[src/rtl/rvIsaPkg.sv]
`default_nettype none

package rvIsaPkg;

    localparam int xlen     = 32;
    localparam int regAddrW = 5;

    // Major opcodes, instr[6:0]
    localparam logic [6:0] opLui    = 7'b0110111;
    localparam logic [6:0] opAuipc  = 7'b0010111;
    localparam logic [6:0] opJal    = 7'b1101111;
    localparam logic [6:0] opJalr   = 7'b1100111;
    localparam logic [6:0] opBranch = 7'b1100011;
    localparam logic [6:0] opLoad   = 7'b0000011;
    localparam logic [6:0] opStore  = 7'b0100011;
    localparam logic [6:0] opImm    = 7'b0010011;
    localparam logic [6:0] opReg    = 7'b0110011;

    // Branch conditions
    localparam logic [2:0] f3Beq  = 3'b000;
    localparam logic [2:0] f3Bne  = 3'b001;
    localparam logic [2:0] f3Blt  = 3'b100;
    localparam logic [2:0] f3Bge  = 3'b101;
    localparam logic [2:0] f3Bltu = 3'b110;
    localparam logic [2:0] f3Bgeu = 3'b111;

    // Load/store access size, U for zero extension
    localparam logic [2:0] f3Byte  = 3'b000;
    localparam logic [2:0] f3Half  = 3'b001;
    localparam logic [2:0] f3Word  = 3'b010;
    localparam logic [2:0] f3ByteU = 3'b100;
    localparam logic [2:0] f3HalfU = 3'b101;

endpackage

`default_nettype wire

[src/rtl/coreCtrlPkg.sv]
`default_nettype none

package coreCtrlPkg;

    localparam int aluOpW = 4;
    localparam int beW    = 4;

    // Low three bits follow funct3
    localparam logic [aluOpW-1:0] aluAdd  = 4'b0000;
    localparam logic [aluOpW-1:0] aluSll  = 4'b0001;
    localparam logic [aluOpW-1:0] aluSlt  = 4'b0010;
    localparam logic [aluOpW-1:0] aluSltu = 4'b0011;
    localparam logic [aluOpW-1:0] aluXor  = 4'b0100;
    localparam logic [aluOpW-1:0] aluSrl  = 4'b0101;
    localparam logic [aluOpW-1:0] aluOr   = 4'b0110;
    localparam logic [aluOpW-1:0] aluAnd  = 4'b0111;
    localparam logic [aluOpW-1:0] aluSub  = 4'b1000; // funct7 bit 5 set
    localparam logic [aluOpW-1:0] aluSra  = 4'b1101;

    // Branch comparisons
    localparam logic [aluOpW-1:0] brEq  = 4'b1001;
    localparam logic [aluOpW-1:0] brNe  = 4'b1010;
    localparam logic [aluOpW-1:0] brLt  = 4'b1011;
    localparam logic [aluOpW-1:0] brGe  = 4'b1100;
    localparam logic [aluOpW-1:0] brLtu = 4'b1110;
    localparam logic [aluOpW-1:0] brGeu = 4'b1111;

endpackage

`default_nettype wire

[src/rtl/instrDecoder.sv]
`default_nettype none

module instrDecoder (
    input  wire  [rvIsaPkg::xlen-1:0]      instr,
    output logic [rvIsaPkg::xlen-1:0]      imm,
    output logic [rvIsaPkg::regAddrW-1:0]  rs1,
    output logic [rvIsaPkg::regAddrW-1:0]  rs2,
    output logic [rvIsaPkg::regAddrW-1:0]  rd,
    output logic [coreCtrlPkg::aluOpW-1:0] aluOp,
    output logic [2:0]                     loadFunct,
    output logic [coreCtrlPkg::beW-1:0]    storeBe,
    output logic                           rfWe,
    output logic                           storeN,
    output logic                           noRs1,
    output logic                           isItype,
    output logic                           isAuipc,
    output logic                           isLoad,
    output logic                           isJal,
    output logic                           isJalr,
    output logic                           isBranch
);
    import rvIsaPkg::*;
    import coreCtrlPkg::*;

    logic [6:0]      opcode;
    logic [2:0]      funct3;
    logic [xlen-1:0] immI;
    logic [xlen-1:0] immS;
    logic [xlen-1:0] immB;
    logic [xlen-1:0] immU;
    logic [xlen-1:0] immJ;

    assign opcode = instr[6:0];
    assign funct3 = instr[14:12];

    // Every format extends from instr[31]
    assign immI = {{20{instr[31]}}, instr[31:20]};
    assign immS = {{20{instr[31]}}, instr[31:25], instr[11:7]};
    assign immB = {{19{instr[31]}}, instr[31], instr[7], instr[30:25], instr[11:8], 1'b0};
    assign immU = {instr[31:12], 12'h000};
    assign immJ = {{11{instr[31]}}, instr[31], instr[19:12], instr[20], instr[30:21], 1'b0};

    always_comb
    begin
        imm       = '0;
        rs1       = '0;
        rs2       = '0;
        rd        = '0;
        aluOp     = aluAdd;
        loadFunct = '0;
        storeBe   = '0;
        rfWe      = 1'b0;
        storeN    = 1'b1;
        noRs1     = 1'b0;
        isItype   = 1'b0;
        isAuipc   = 1'b0;
        isLoad    = 1'b0;
        isJal     = 1'b0;
        isJalr    = 1'b0;
        isBranch  = 1'b0;
        case (opcode)
            opLui, opAuipc:
            begin
                imm     = immU;
                rd      = instr[11:7];
                rfWe    = 1'b1;
                noRs1   = 1'b1;
                isItype = 1'b1;
                isAuipc = (opcode == opAuipc); // PC replaces rs1
            end
            opJal:
            begin
                imm     = immJ;
                rd      = instr[11:7];
                rfWe    = 1'b1;
                noRs1   = 1'b1;
                isItype = 1'b1;
                isJal   = 1'b1;
            end
            opJalr:
            begin
                imm     = immI;
                rs1     = instr[19:15];
                rd      = instr[11:7];
                rfWe    = 1'b1;
                isItype = 1'b1;
                isJalr  = 1'b1;
            end
            opBranch:
            begin
                imm      = immB;
                rs1      = instr[19:15];
                rs2      = instr[24:20];
                isBranch = 1'b1;
                case (funct3)
                    f3Beq:   aluOp = brEq;
                    f3Bne:   aluOp = brNe;
                    f3Blt:   aluOp = brLt;
                    f3Bge:   aluOp = brGe;
                    f3Bltu:  aluOp = brLtu;
                    f3Bgeu:  aluOp = brGeu;
                    default: isBranch = 1'b0;
                endcase
            end
            opLoad:
            begin
                imm       = immI;
                rs1       = instr[19:15];
                rd        = instr[11:7];
                rfWe      = 1'b1;
                isItype   = 1'b1;
                isLoad    = 1'b1;
                loadFunct = funct3;
            end
            opStore:
            begin
                imm     = immS;
                rs1     = instr[19:15];
                rs2     = instr[24:20];
                isItype = 1'b1;
                // Unaligned enables, the aligner shifts them
                case (funct3)
                    f3Byte:  storeBe = 4'b0001;
                    f3Half:  storeBe = 4'b0011;
                    f3Word:  storeBe = 4'b1111;
                    default: storeBe = 4'b0000;
                endcase
                storeN = funct3[2] || (funct3[1:0] == 2'b11); // Only SB, SH and SW
            end
            opImm:
            begin
                imm     = immI;
                rs1     = instr[19:15];
                rd      = instr[11:7];
                rfWe    = 1'b1;
                isItype = 1'b1;
                aluOp   = {(funct3 == 3'b101) && instr[30], funct3}; // SRAI only
            end
            opReg:
            begin
                rs1   = instr[19:15];
                rs2   = instr[24:20];
                rd    = instr[11:7];
                rfWe  = 1'b1;
                aluOp = {instr[30], funct3};
            end
            default:
            begin
                rfWe = 1'b0; // Unknown opcode, no side effects
            end
        endcase
    end

    always_comb
    begin
        if (!storeN)
        begin
            assert final (storeBe != '0);
        end
    end

endmodule

`default_nettype wire

[src/rtl/regFile.sv]
`default_nettype none

module regFile (
    input  wire         clk,
    input  wire         arstN,
    input  wire  [4:0]  rs1,
    input  wire  [4:0]  rs2,
    input  wire  [4:0]  rd,
    input  wire         we,
    input  wire  [31:0] wdata,
    output logic [31:0] rdata1,
    output logic [31:0] rdata2
);

    logic [31:0] regs [32];

    always_ff @(posedge clk or negedge arstN)
    begin
        if (!arstN)
        begin
            for (int i = 0; i < 32; i++)
            begin
                regs[i] <= '0;
            end
        end
        else if (we && (rd != 5'd0)) // x0 never written
        begin
            regs[rd] <= wdata;
        end
    end

    // Combinational read, a same-edge write shows next cycle
    assign rdata1 = regs[rs1];
    assign rdata2 = regs[rs2];

    // x0 holds zero across every write the core issues
    x0Zero: assert property (@(posedge clk) disable iff (!arstN) regs[0] == 32'd0);

endmodule

`default_nettype wire

[src/rtl/aluUnit.sv]
`default_nettype none

module aluUnit (
    input  wire  [31:0]                    opA,
    input  wire  [31:0]                    opB,
    input  wire  [coreCtrlPkg::aluOpW-1:0] aluOp,
    output logic [31:0]                    result,
    output logic                           branchTaken
);
    import coreCtrlPkg::*;

    logic [4:0] shamt;
    logic       isEqual;
    logic       signedLt;
    logic       unsignedLt;

    assign shamt      = opB[4:0];
    assign isEqual    = (opA == opB);
    assign signedLt   = ($signed(opA) < $signed(opB));
    assign unsignedLt = (opA < opB);

    always_comb
    begin
        result      = '0;
        branchTaken = 1'b0;
        case (aluOp)
            aluAdd:  result = opA + opB;
            aluSub:  result = opA - opB;
            aluSll:  result = opA << shamt;
            aluSlt:  result = {31'd0, signedLt};
            aluSltu: result = {31'd0, unsignedLt};
            aluXor:  result = opA ^ opB;
            aluSrl:  result = opA >> shamt;
            aluSra:  result = $unsigned($signed(opA) >>> shamt); // Keeps the sign
            aluOr:   result = opA | opB;
            aluAnd:  result = opA & opB;
            // Branch codes leave result at zero
            brEq:    branchTaken = isEqual;
            brNe:    branchTaken = !isEqual;
            brLt:    branchTaken = signedLt;
            brGe:    branchTaken = !signedLt;
            brLtu:   branchTaken = unsignedLt;
            brGeu:   branchTaken = !unsignedLt;
            default:
            begin
                result      = '0;
                branchTaken = 1'b0;
            end
        endcase
    end

endmodule

`default_nettype wire

[src/rtl/loadStoreAlign.sv]
`default_nettype none

module loadStoreAlign (
    input  wire  [1:0]                   addrLow,
    input  wire  [2:0]                   funct,
    input  wire  [coreCtrlPkg::beW-1:0]  storeBe,
    input  wire  [rvIsaPkg::xlen-1:0]    storeData,
    input  wire  [rvIsaPkg::xlen-1:0]    memRdata,
    output logic [rvIsaPkg::xlen-1:0]    memWdata,
    output logic [coreCtrlPkg::beW-1:0]  memBe,
    output logic [rvIsaPkg::xlen-1:0]    loadData
);
    import rvIsaPkg::*;

    logic [xlen-1:0] rdShifted;
    logic            halfAccess;

    // Byte lane from the address low bits
    assign memWdata  = storeData << {addrLow, 3'b000};
    assign memBe     = storeBe << addrLow;
    assign rdShifted = memRdata >> {addrLow, 3'b000};

    always_comb
    begin
        case (funct)
            f3Byte:  loadData = {{24{rdShifted[7]}}, rdShifted[7:0]};
            f3ByteU: loadData = {24'd0, rdShifted[7:0]};
            f3Half:  loadData = {{16{rdShifted[15]}}, rdShifted[15:0]};
            f3HalfU: loadData = {16'd0, rdShifted[15:0]};
            default: loadData = rdShifted; // Word
        endcase
    end

    assign halfAccess = (funct == f3Half) || (funct == f3HalfU) || (storeBe == 4'b0011);

    always_comb
    begin
        if (halfAccess)
        begin
            assert final (!addrLow[0]);
        end
    end

endmodule

`default_nettype wire

[src/rtl/rv32Core.sv]
`default_nettype none

module rv32Core (
    input  wire                          clk,
    input  wire                          arstN,
    output logic [31:0]                  imemAddr,
    input  wire  [31:0]                  imemData,
    output logic [31:0]                  dMemAddr,
    output logic [31:0]                  dMemWdata,
    output logic [coreCtrlPkg::beW-1:0]  dMemBe,
    output logic                         dMemWen,
    input  wire  [31:0]                  dMemRdata
);
    import coreCtrlPkg::*;

    logic [31:0]       pc;
    logic [31:0]       pcPlus4;
    logic [31:0]       pcImm;
    logic [31:0]       nextPc;
    logic [31:0]       imm;
    logic [31:0]       rdata1;
    logic [31:0]       rdata2;
    logic [31:0]       opA;
    logic [31:0]       opB;
    logic [31:0]       aluResult;
    logic [31:0]       loadData;
    logic [31:0]       wbData;
    logic [4:0]        rs1;
    logic [4:0]        rs2;
    logic [4:0]        rd;
    logic [aluOpW-1:0] aluOp;
    logic [2:0]        loadFunct;
    logic [beW-1:0]    storeBe;
    logic              rfWe;
    logic              storeN;
    logic              noRs1;
    logic              isItype;
    logic              isAuipc;
    logic              isLoad;
    logic              isJal;
    logic              isJalr;
    logic              isBranch;
    logic              branchTaken;

    always_ff @(posedge clk or negedge arstN)
    begin
        if (!arstN)
        begin
            pc <= '0;
        end
        else
        begin
            pc <= nextPc;
        end
    end

    assign imemAddr = pc;
    assign pcPlus4  = pc + 32'd4;
    assign pcImm    = pc + imm;

    always_comb
    begin
        if (isJalr)
        begin
            nextPc = {aluResult[31:1], 1'b0};
        end
        else if (isJal || (isBranch && branchTaken))
        begin
            nextPc = pcImm;
        end
        else
        begin
            nextPc = pcPlus4;
        end
    end

    instrDecoder instrDecoder_inst (
        .instr     (imemData),
        .imm       (imm),
        .rs1       (rs1),
        .rs2       (rs2),
        .rd        (rd),
        .aluOp     (aluOp),
        .loadFunct (loadFunct),
        .storeBe   (storeBe),
        .rfWe      (rfWe),
        .storeN    (storeN),
        .noRs1     (noRs1),
        .isItype   (isItype),
        .isAuipc   (isAuipc),
        .isLoad    (isLoad),
        .isJal     (isJal),
        .isJalr    (isJalr),
        .isBranch  (isBranch)
    );

    regFile regFile_inst (
        .clk    (clk),
        .arstN  (arstN),
        .rs1    (rs1),
        .rs2    (rs2),
        .rd     (rd),
        .we     (rfWe),
        .wdata  (wbData),
        .rdata1 (rdata1),
        .rdata2 (rdata2)
    );

    // AUIPC and JAL add to the PC, LUI adds to zero
    assign opA = (isAuipc || isJal) ? pc : (noRs1 ? 32'd0 : rdata1);
    assign opB = isItype ? imm : rdata2;

    aluUnit aluUnit_inst (
        .opA         (opA),
        .opB         (opB),
        .aluOp       (aluOp),
        .result      (aluResult),
        .branchTaken (branchTaken)
    );

    loadStoreAlign loadStoreAlign_inst (
        .addrLow   (aluResult[1:0]),
        .funct     (loadFunct),
        .storeBe   (storeBe),
        .storeData (rdata2),
        .memRdata  (dMemRdata),
        .memWdata  (dMemWdata),
        .memBe     (dMemBe),
        .loadData  (loadData)
    );

    assign dMemAddr = aluResult;
    assign dMemWen  = storeN | ~arstN; // No store commits while in reset

    assign wbData = isLoad ? loadData : ((isJal || isJalr) ? pcPlus4 : aluResult);

endmodule

`default_nettype wire

[config.mk]
export PLATFORM = sky130hd
export DESIGN_NAME = rv32Core
export DESIGN_NICKNAME = d
export VERILOG_FILES = /design/src/rtl/rvIsaPkg.sv /design/src/rtl/coreCtrlPkg.sv /design/src/rtl/instrDecoder.sv /design/src/rtl/regFile.sv /design/src/rtl/aluUnit.sv /design/src/rtl/loadStoreAlign.sv /design/src/rtl/rv32Core.sv
export SDC_FILE = /design/constraint.sdc
export NUM_CORES = 2
export LEC_CHECK = 0
export BUFFER_PORTS_ARGS = -buffer_cell sky130_fd_sc_hd__buf_2
export CAP_MARGIN = 20
export CELL_PAD_IN_SITES_DETAIL_PLACEMENT = 1
export CELL_PAD_IN_SITES_GLOBAL_PLACEMENT = 2
export CORE_ASPECT_RATIO = 1.4
export CORE_MARGIN = 2
export CORE_UTILIZATION = 40
export CTS_BUF_LIST = sky130_fd_sc_hd__clkbuf_8
export CTS_CLUSTER_DIAMETER = 200
export CTS_CLUSTER_SIZE = 10
export DETAILED_ROUTE_END_ITERATION = 10
export PLACE_DENSITY_LB_ADDON = 0.1
export SETUP_SLACK_MARGIN = 0.3
export SLEW_MARGIN = 25
export SYNTH_ARGS = -nofsm -noshare
export SYNTH_HDL_FRONTEND = slang
export SYNTH_SLANG_ARGS = --single-unit
[constraint.sdc]
create_clock -name clk -period 13.8 [get_ports clk]
set_input_delay 2.76 -clock clk [delete_from_list [all_inputs] [get_ports clk]]
set_output_delay 2.76 -clock clk [all_outputs]
set_load 0.02 [all_outputs]
======== Word-level counts from Yosys, hierarchy flattened ========
Index checks and enable logic that the tools add are counted.
operators by class
  $add $sub $neg .......................... 4
  multipliers ............................. 0
  div/mod/pow operators ................... 0
  $lt $le $gt $ge ......................... 6
  equality and inequality tests ........... 35
  shifts and indexed selects .............. 6
  multiplexer cells ....................... 38
  bitwise logic cells ..................... 8
  reductions and logical operators ........ 23
operators by type and width
  operator                                                         count
  1024-bit bitwise mux                                             1
  32-bit two-way mux                                               12
  32-bit binary-select mux with 5-bit select                       2
  32-bit one-hot mux with 10 select lines                          1
  32-bit demux with 5-bit select                                   1
  32-bit one-hot mux with 5 select lines                           1
  32-bit one-hot mux with 4 select lines                           1
  32-bit adder                                                     2
  32-bit less-than comparator                                      2
  32-bit by 5-bit << shifter with 32-bit output                    2
  32-bit by 5-bit >> shifter with 32-bit output                    2
  32-bit by 3-bit adder with 32-bit output, second input constant  1
  32-bit AND                                                       1
  32-bit == test                                                   1
  4-bit == test, second input constant                             8
  32-bit OR                                                        1
  32-bit by 5-bit >>> shifter with 32-bit output                   1
  32-bit subtractor                                                1
  32-bit XOR                                                       1
  4-bit one-hot mux with 3 select lines                            2
  4-bit one-hot mux with 6 select lines                            1
  7-bit by 6-bit == test with 1-bit output, second input constant  3
  7-bit == test, second input constant                             3
  3-bit == test, second input constant                             6
  29 further kinds                                                 63
storage, ports and cells
  bits in registers ....................... 1056
  latch bits .............................. 0
  RAM bits ................................ 0
  bits in read-only memories .............. 0
  input port bits ......................... 66
  word-level logic and storage cells ...... 153
  memories ................................ 0

======== Longest topological paths before layout ========
  depth in word-level cells ............... 16
  depth in mapped cells ................... 35
  depth with buffers taken out ............ 26

======== By module ========
From an unflattened synthesis, not the netlist that was laid out.
second synthesis, totals
  cell total of the unflattened synthesis .. 6966
  area, all modules ....................... 72306.8 um^2
by module, submodules not included
  module          instances  cells each  area each (um^2)  sequential area each (um^2)
  regFile         1          4601        55942.4           25624.6
  aluUnit         1          1312        9057.4            0.0
  rv32Core        1          714         5006.1            800.8
  loadStoreAlign  1          210         1451.4            0.0
  instrDecoder    1          129         849.6             0.0

======== Worst setup path after synthesis ========
Ideal clock, no wire load.
  kind .................................... input to output
  start ................................... input port imemData[20]
  end ..................................... output port dMemWdata[16]
  arrival time ............................ 9.819 ns
  required time ........................... 11.040 ns
  setup slack ............................. 1.221 ns
  stages on the path ...................... 31
  path buffers ............................ 11
  path through ............................ buf_2 > buf_2 > buf_1 > mux2_2 > o22ai_1 > nor3_1 > nor3_1 > nor3_1 > o21ai_1 > clkbuf_1 > clkbuf_1 > clkbuf_1 > clkbuf_1 > ha_1 > clkbuf_1 > and3b_1 > o2bb2ai_1 > o21ai_0 > a211o_1 > a211oi_1 > o21bai_1 > a21boi_0 > nor3_1 > o211ai_1 > o311ai_2 > nand2_1 > buf_4 > buf_1 > clkbuf_1 > nand2_1 > o22ai_1
on the way
  word-level cells in the longest chain between the ends .. 9
  elaborated cells between the ends (all ways) .. 19
  those cells by class .................... 2 x add/sub; 2 x order compare; 4 x shift; 7 x mux; 4 x bitwise
RTL lines
  what                                                    line                  RTL
  from (decl)                                             rv32Core.sv:7         input wire [31:0] imemData,
  5-bit two-way mux                                       instrDecoder.sv:61    case (opcode)
  5-bit NOT with 6-bit output (implied by the code)       regFile.sv:34         assign rdata2 = regs[rs2];
  32-bit binary-select mux with 5-bit select              regFile.sv:34
  32-bit two-way mux (implied by the code) (2 in series)  regFile.sv:34
  32-bit two-way mux                                      rv32Core.sv:111       assign opB = isItype ? imm : rdata2;
  32-bit subtractor (tied with other cells)               aluUnit.sv:28         aluSub: result = opA - opB;
  32-bit one-hot mux with 10 select lines                 aluUnit.sv:26         case (aluOp)
  32-bit by 5-bit << shifter with 32-bit output (*)       loadStoreAlign.sv:19  assign memWdata = storeData << {addrLow, 3'b000};
  to (decl)                                               rv32Core.sv:9         output logic [31:0] dMemWdata,
Mark *: on every way between the ends. The rest lies on a longest branch, timed or not. The select of a mux whose other input is x is not followed.

======== Worst setup path in the final report ========
  start ................................... input port imemData[6]
  end ..................................... output port dMemAddr[31]
on the way
  word-level cells in the longest chain between the ends .. 11
  elaborated cells between the ends (all ways) .. 54
  those cells by class .................... 2 x add/sub; 18 x eq/ne; 3 x shift; 18 x mux; 5 x bitwise; 8 x reduce/logical
RTL lines
  what                                                              line                RTL
  7-bit by 6-bit == test with 1-bit output (tied with other cells)  instrDecoder.sv:61
  6-bit OR reduction (no source line)                               -
  5-bit two-way mux                                                 instrDecoder.sv:61
  5-bit NOT with 6-bit output (implied by the code)                 regFile.sv:33       assign rdata1 = regs[rs1];
  32-bit binary-select mux with 5-bit select                        regFile.sv:33
  32-bit two-way mux (implied by the code) (2 in series)            regFile.sv:33
  32-bit two-way mux (2 in series)                                  rv32Core.sv:110     assign opA = (isAuipc || isJal) ? pc : (noRs1 ? 32'd0 : rdata1);
  32-bit subtractor (tied with other cells)                         aluUnit.sv:28
  32-bit one-hot mux with 10 select lines (*)                       aluUnit.sv:26
  to (decl)                                                         rv32Core.sv:8       output logic [31:0] dMemAddr,
Marks and branches as above.

==> tab_implementation.tex <==
\begin{tabular}{lr}
\hline
Metric & Value \\
\hline
\multicolumn{2}{l}{\textbf{Run status}} \\
\quad Run status & complete, no violations \\
\multicolumn{2}{l}{\textbf{Clock tree}} \\
\quad Worst skew pair latency & 0.96 ns \\
\quad Clock buffers created by TritonCTS & 115 \\
\quad Maximum buffer depth of the clock tree & 3 \\
\quad Clk slew on worst S/H paths & 0.07 ns \\
\quad Number of buffers inserted for hold repair after clock tree synthesis & 0 \\
\quad Clock net sink count & 1056 \\
\quad Total number of H-tree levels & 3 \\
\quad Clock tree root buffer cell & sky130\_fd\_sc\_hd\_\_clkbuf\_8 \\
\quad CTS tree & done \\
\multicolumn{2}{l}{\textbf{STA}} \\
\quad Final TNS setup & 0 ns \\
\quad Highest clock frequency the design can meet & 75.6 MHz \\
\quad Worst slew pin tran & 1.15 ns \\
\quad Slew Limit Fails & 0 \\
\quad Setup violators final & 0 \\
\quad Clock skew & 0.0572 ns \\
\quad Final hold viol count & 0 \\
\quad Max-slew headroom & 22.9\% \\
\quad Unrepaired setup endpoints after global routing & no \\
\quad Crit share post-route & 95.8\% \\
\quad Clock period minus worst slack & 13.22 ns \\
\multicolumn{2}{l}{\textbf{Logic synthesis}} \\
\quad Number of library cell types mapped by synthesis & 104 \\
\quad Number of nets produced by synthesis & 8677 \\
\quad Number of synthesized flops with an enable pin & 0 \\
\quad Warning count from the yosys run & 0 \\
\quad Gate Count Post-Synth & 8476 \\
\quad Async set or reset register ratio after synthesis & 100\% \\
\quad Cell type with the highest aggregate area in the netlist & sky130\_fd\_sc\_hd\_\_dfrtp\_1 \\
\quad Mapped Avg Cell Area & 8.18 µm² \\
\quad Main flop type after synthesis & sky130\_fd\_sc\_hd\_\_dfrtp\_1 \\
\quad Area fraction of the dominant cell type after synthesis & 38.1\% \\
\quad Most area-consuming cells after synthesis & sky130\_fd\_sc\_hd\_\_dfrtp\_1, sky130\_fd\_sc\_hd\_\_a21oi\_1, sky130\_fd\_sc\_hd\_\_nor2\_1 \\
\quad Sequential fraction of the synthesis area & 38.1\% \\
\quad Number of register bits inferred by synthesis & 1056 \\
\quad Synth cell count leaders & sky130\_fd\_sc\_hd\_\_nor2\_1, sky130\_fd\_sc\_hd\_\_a21oi\_1, sky130\_fd\_sc\_hd\_\_dfrtp\_1, sky130\_fd\_sc\_hd\_\_nand2\_1, sky130\_fd\_sc\_hd\_\_clkbuf\_1 \\
\quad Mapped Area & 0.0693 mm² \\
\quad Count leader, synth & sky130\_fd\_sc\_hd\_\_nor2\_1 \\
\multicolumn{2}{l}{\textbf{Pwr}} \\
\quad Static leakage & 32.2 nW \\
\quad Pwr Total & 7.65 mW \\
\quad Worst ir drop on vdd & 0.0883 mV \\
\quad Power per unit of standard cell area & 101 mW/mm² \\
\multicolumn{2}{l}{\textbf{Die}} \\
\quad Die Span Y & 496 µm \\
\quad Initial core utilization & 40.3\% \\
\quad Cell row count & 180 \\
\quad CORE AREA & 0.172 mm² \\
\quad Die X & 356 µm \\
\quad Number of primary I/O pins & 167 \\
\quad Die footprint & 0.177 mm² \\
\multicolumn{2}{l}{\textbf{Global routing}} \\
\quad Vias in the first global route & 72200 \\
\quad Number of antenna violations at the first check in global routing & 29 \\
\quad All-Layer GR Usage & 43.2\% \\
\quad Maximum number of pins on one net before global-route repair & 146 \\
\quad Wire length of the first global-routing pass & 548000 µm \\
\quad Sum of overflow across all layers after global routing & 0 \\
\multicolumn{2}{l}{\textbf{Worst setup path}} \\
\quad Family with the most delay on the worst path & compound AO/OA/AOI/OAI gates \\
\quad Origin of the critical flop-to-flop path & regFile\_inst.regs[469] \\
\quad Cell type with the highest occurrence count on the critical path & sky130\_fd\_sc\_hd\_\_buf\_4 \\
\quad Critical path endpoint category & output pin \\
\quad Worst Reg2Reg Path Length in Cells & 27 \\
\quad Required time at the endpoint of the critical path & 11.04 ns \\
\quad Crit path arrival time & 10.46 ns \\
\quad Critical register-to-register path endpoint & regFile\_inst.regs[562] \\
\quad Buf/Inv on CP & 7 \\
\quad Worst Path Class, Setup & primary input to output pin \\
\quad Slowest cell on the critical path & sky130\_fd\_sc\_hd\_\_a21oi\_1 \\
\quad CP max FO & 52 \\
\quad Slowest stage delay, CP & 0.56 ns \\
\quad Flop-to-flop setup slack & 5.58 ns \\
\quad Startpoint Class & primary input \\
\multicolumn{2}{l}{\textbf{Placed design}} \\
\quad Placed instance area & 0.0737 mm² \\
\quad Gp weighted congestion & 1.05 \\
\quad Estimated wirelength of the detail-placed design & 268000 µm \\
\quad \# placed instances & 10500 \\
\quad Count of input and output buffers & 166 \\
\multicolumn{2}{l}{\textbf{Finish}} \\
\quad Number of nets in the layout & 8504 \\
\quad Ratio of cells with drive above 1 in the final layout & 12.3\% \\
\quad Number of inserted filler cells in the final layout & 20400 \\
\quad Syn-to-layout area delta & 8.98\% \\
\quad Utilization after layout & 43.9\% \\
\quad Multi-input gate area & 0.0394 mm² \\
\quad Reg area & 0.0264 mm² \\
\quad Final design area excluding fillers & 0.0755 mm² \\
\quad Final cell count without fillers & 10600 \\
\multicolumn{2}{l}{\textbf{Drt}} \\
\quad Remaining design rule violation count & 0 \\
\quad Overall routed net length & 389000 µm \\
\quad DR WL/cell & 36.7 µm \\
\quad Vias & 72100 \\
\quad DR iter-0 viols & 7975 \\
\quad Antenna viol nets, final & 0 \\
\quad DRT Pass-1 Iters & 6 \\
\quad Drt via density & 6.80 \\
\multicolumn{2}{l}{\textbf{Worst hold path}} \\
\quad Path type of the worst min-delay path & flip-flop to flip-flop \\
\quad Origin of the worst min-delay path & regFile\_inst.regs[1012] \\
\quad Hold Path Stages & 0 \\
\quad Hold EP & regFile\_inst.regs[1012] \\
\multicolumn{2}{l}{\textbf{Run}} \\
\quad Max Cap Viol & 0 \\
\hline
\end{tabular}
==> cells by family after synthesis <==
| family | share of synthesized area [%] |
|---|---|
| fa+ha+maj | 2.47 |
| simple gates | 17.4 |
| buf+inv | 6.07 |
| xor+xnor | 0.758 |
| flops | 38.1 |
| compound gates | 26.5 |
| mux | 8.59 |
==> timing repair <==
action	in CTS	in global routing
endpoints found under the setup margin	0	33
buffers inserted	0	0
resized for setup	0	3
==> flip-flops by register name (all words and copies together), names as in the netlist <==
name,count
imemAddr,32
regFile_inst.regs,1024
==> cell type report <==
type                            count  area share (%)
Clock buffer                      116            2.11
Clock inverter                      7           0.174
Antenna cell                       15          0.0497
Multi-Input combinational cell   6384            52.2
Timing Repair Buffer              559            5.76
Sequential cell                  1056            35.0
Inverter                          187           0.929
Tap cell                         2275            3.77
==> stage by stage <==
stage | hold WS (ns) | setup WS (ns)
2_1_floorplan | 0.450 | 1.22
3_3_place_gp | 0.387 | 0.708
3_5_place_dp | 0.392 | 0.651
4_1_cts | 0.409 | 0.595
5_1_grt | 0.417 | 0.362
6_report | 0.409 | 0.576
==> worst max-delay path by stage <==
stage,from,to,slack (ns),cells after the start
4_1_cts,imemData[3],dMemWdata[27],0.59,30
5_1_grt,imemData[6],dMemAddr[31],0.36,27
3_3_place_gp,imemData[3],dMemWdata[27],0.71,30
2_1_floorplan,imemData[20],dMemWdata[16],1.22,31
6_report,imemData[6],dMemAddr[31],0.58,27
3_5_place_dp,imemData[3],dMemAddr[31],0.65,30
==> power by group <==
group / internal (mW) / switching, mW
Combinational: 0.647 / 1.29
Clock: 0.777 / 1.24
Sequential: 3.35 / 0.348
==> routing by layer <==
layer	vias to the layer above	routed length, µm	track usage [%]
met3	1241	32200	9.23
li1	30400	-	-
met4	34	33200	31.3
met2	3708	176000	68.1
met5	-	246	0
met1	36800	147000	52.2
==> layout by cell type (no fill, tap or decap), types with 30 or more instances in the layout <==
cell type and instances:
sky130_fd_sc_hd__buf_12 30, sky130_fd_sc_hd__buf_2 160, sky130_fd_sc_hd__inv_1 176, sky130_fd_sc_hd__o211ai_1 155, sky130_fd_sc_hd__mux4_2 110, sky130_fd_sc_hd__nor2_1 1175
sky130_fd_sc_hd__nand2_1 929, sky130_fd_sc_hd__and2_1 35, sky130_fd_sc_hd__a22oi_1 32, sky130_fd_sc_hd__mux2_2 52, sky130_fd_sc_hd__a211oi_1 93, sky130_fd_sc_hd__a21oi_1 1170
sky130_fd_sc_hd__a311oi_1 67, sky130_fd_sc_hd__buf_4 352, sky130_fd_sc_hd__a31oi_1 106, sky130_fd_sc_hd__dfrtp_1 1056, sky130_fd_sc_hd__o21ai_1 111, sky130_fd_sc_hd__nor3_1 200
sky130_fd_sc_hd__o21ai_0 318, sky130_fd_sc_hd__o2111ai_1 35, sky130_fd_sc_hd__o22ai_1 83, sky130_fd_sc_hd__a221oi_1 276, sky130_fd_sc_hd__clkbuf_8 116, sky130_fd_sc_hd__nand3_1 279
sky130_fd_sc_hd__o31ai_1 40, sky130_fd_sc_hd__xnor2_1 37, sky130_fd_sc_hd__mux2i_1 289, sky130_fd_sc_hd__o221ai_1 74, sky130_fd_sc_hd__ha_1 132
(Power assumes the default switching activity.)
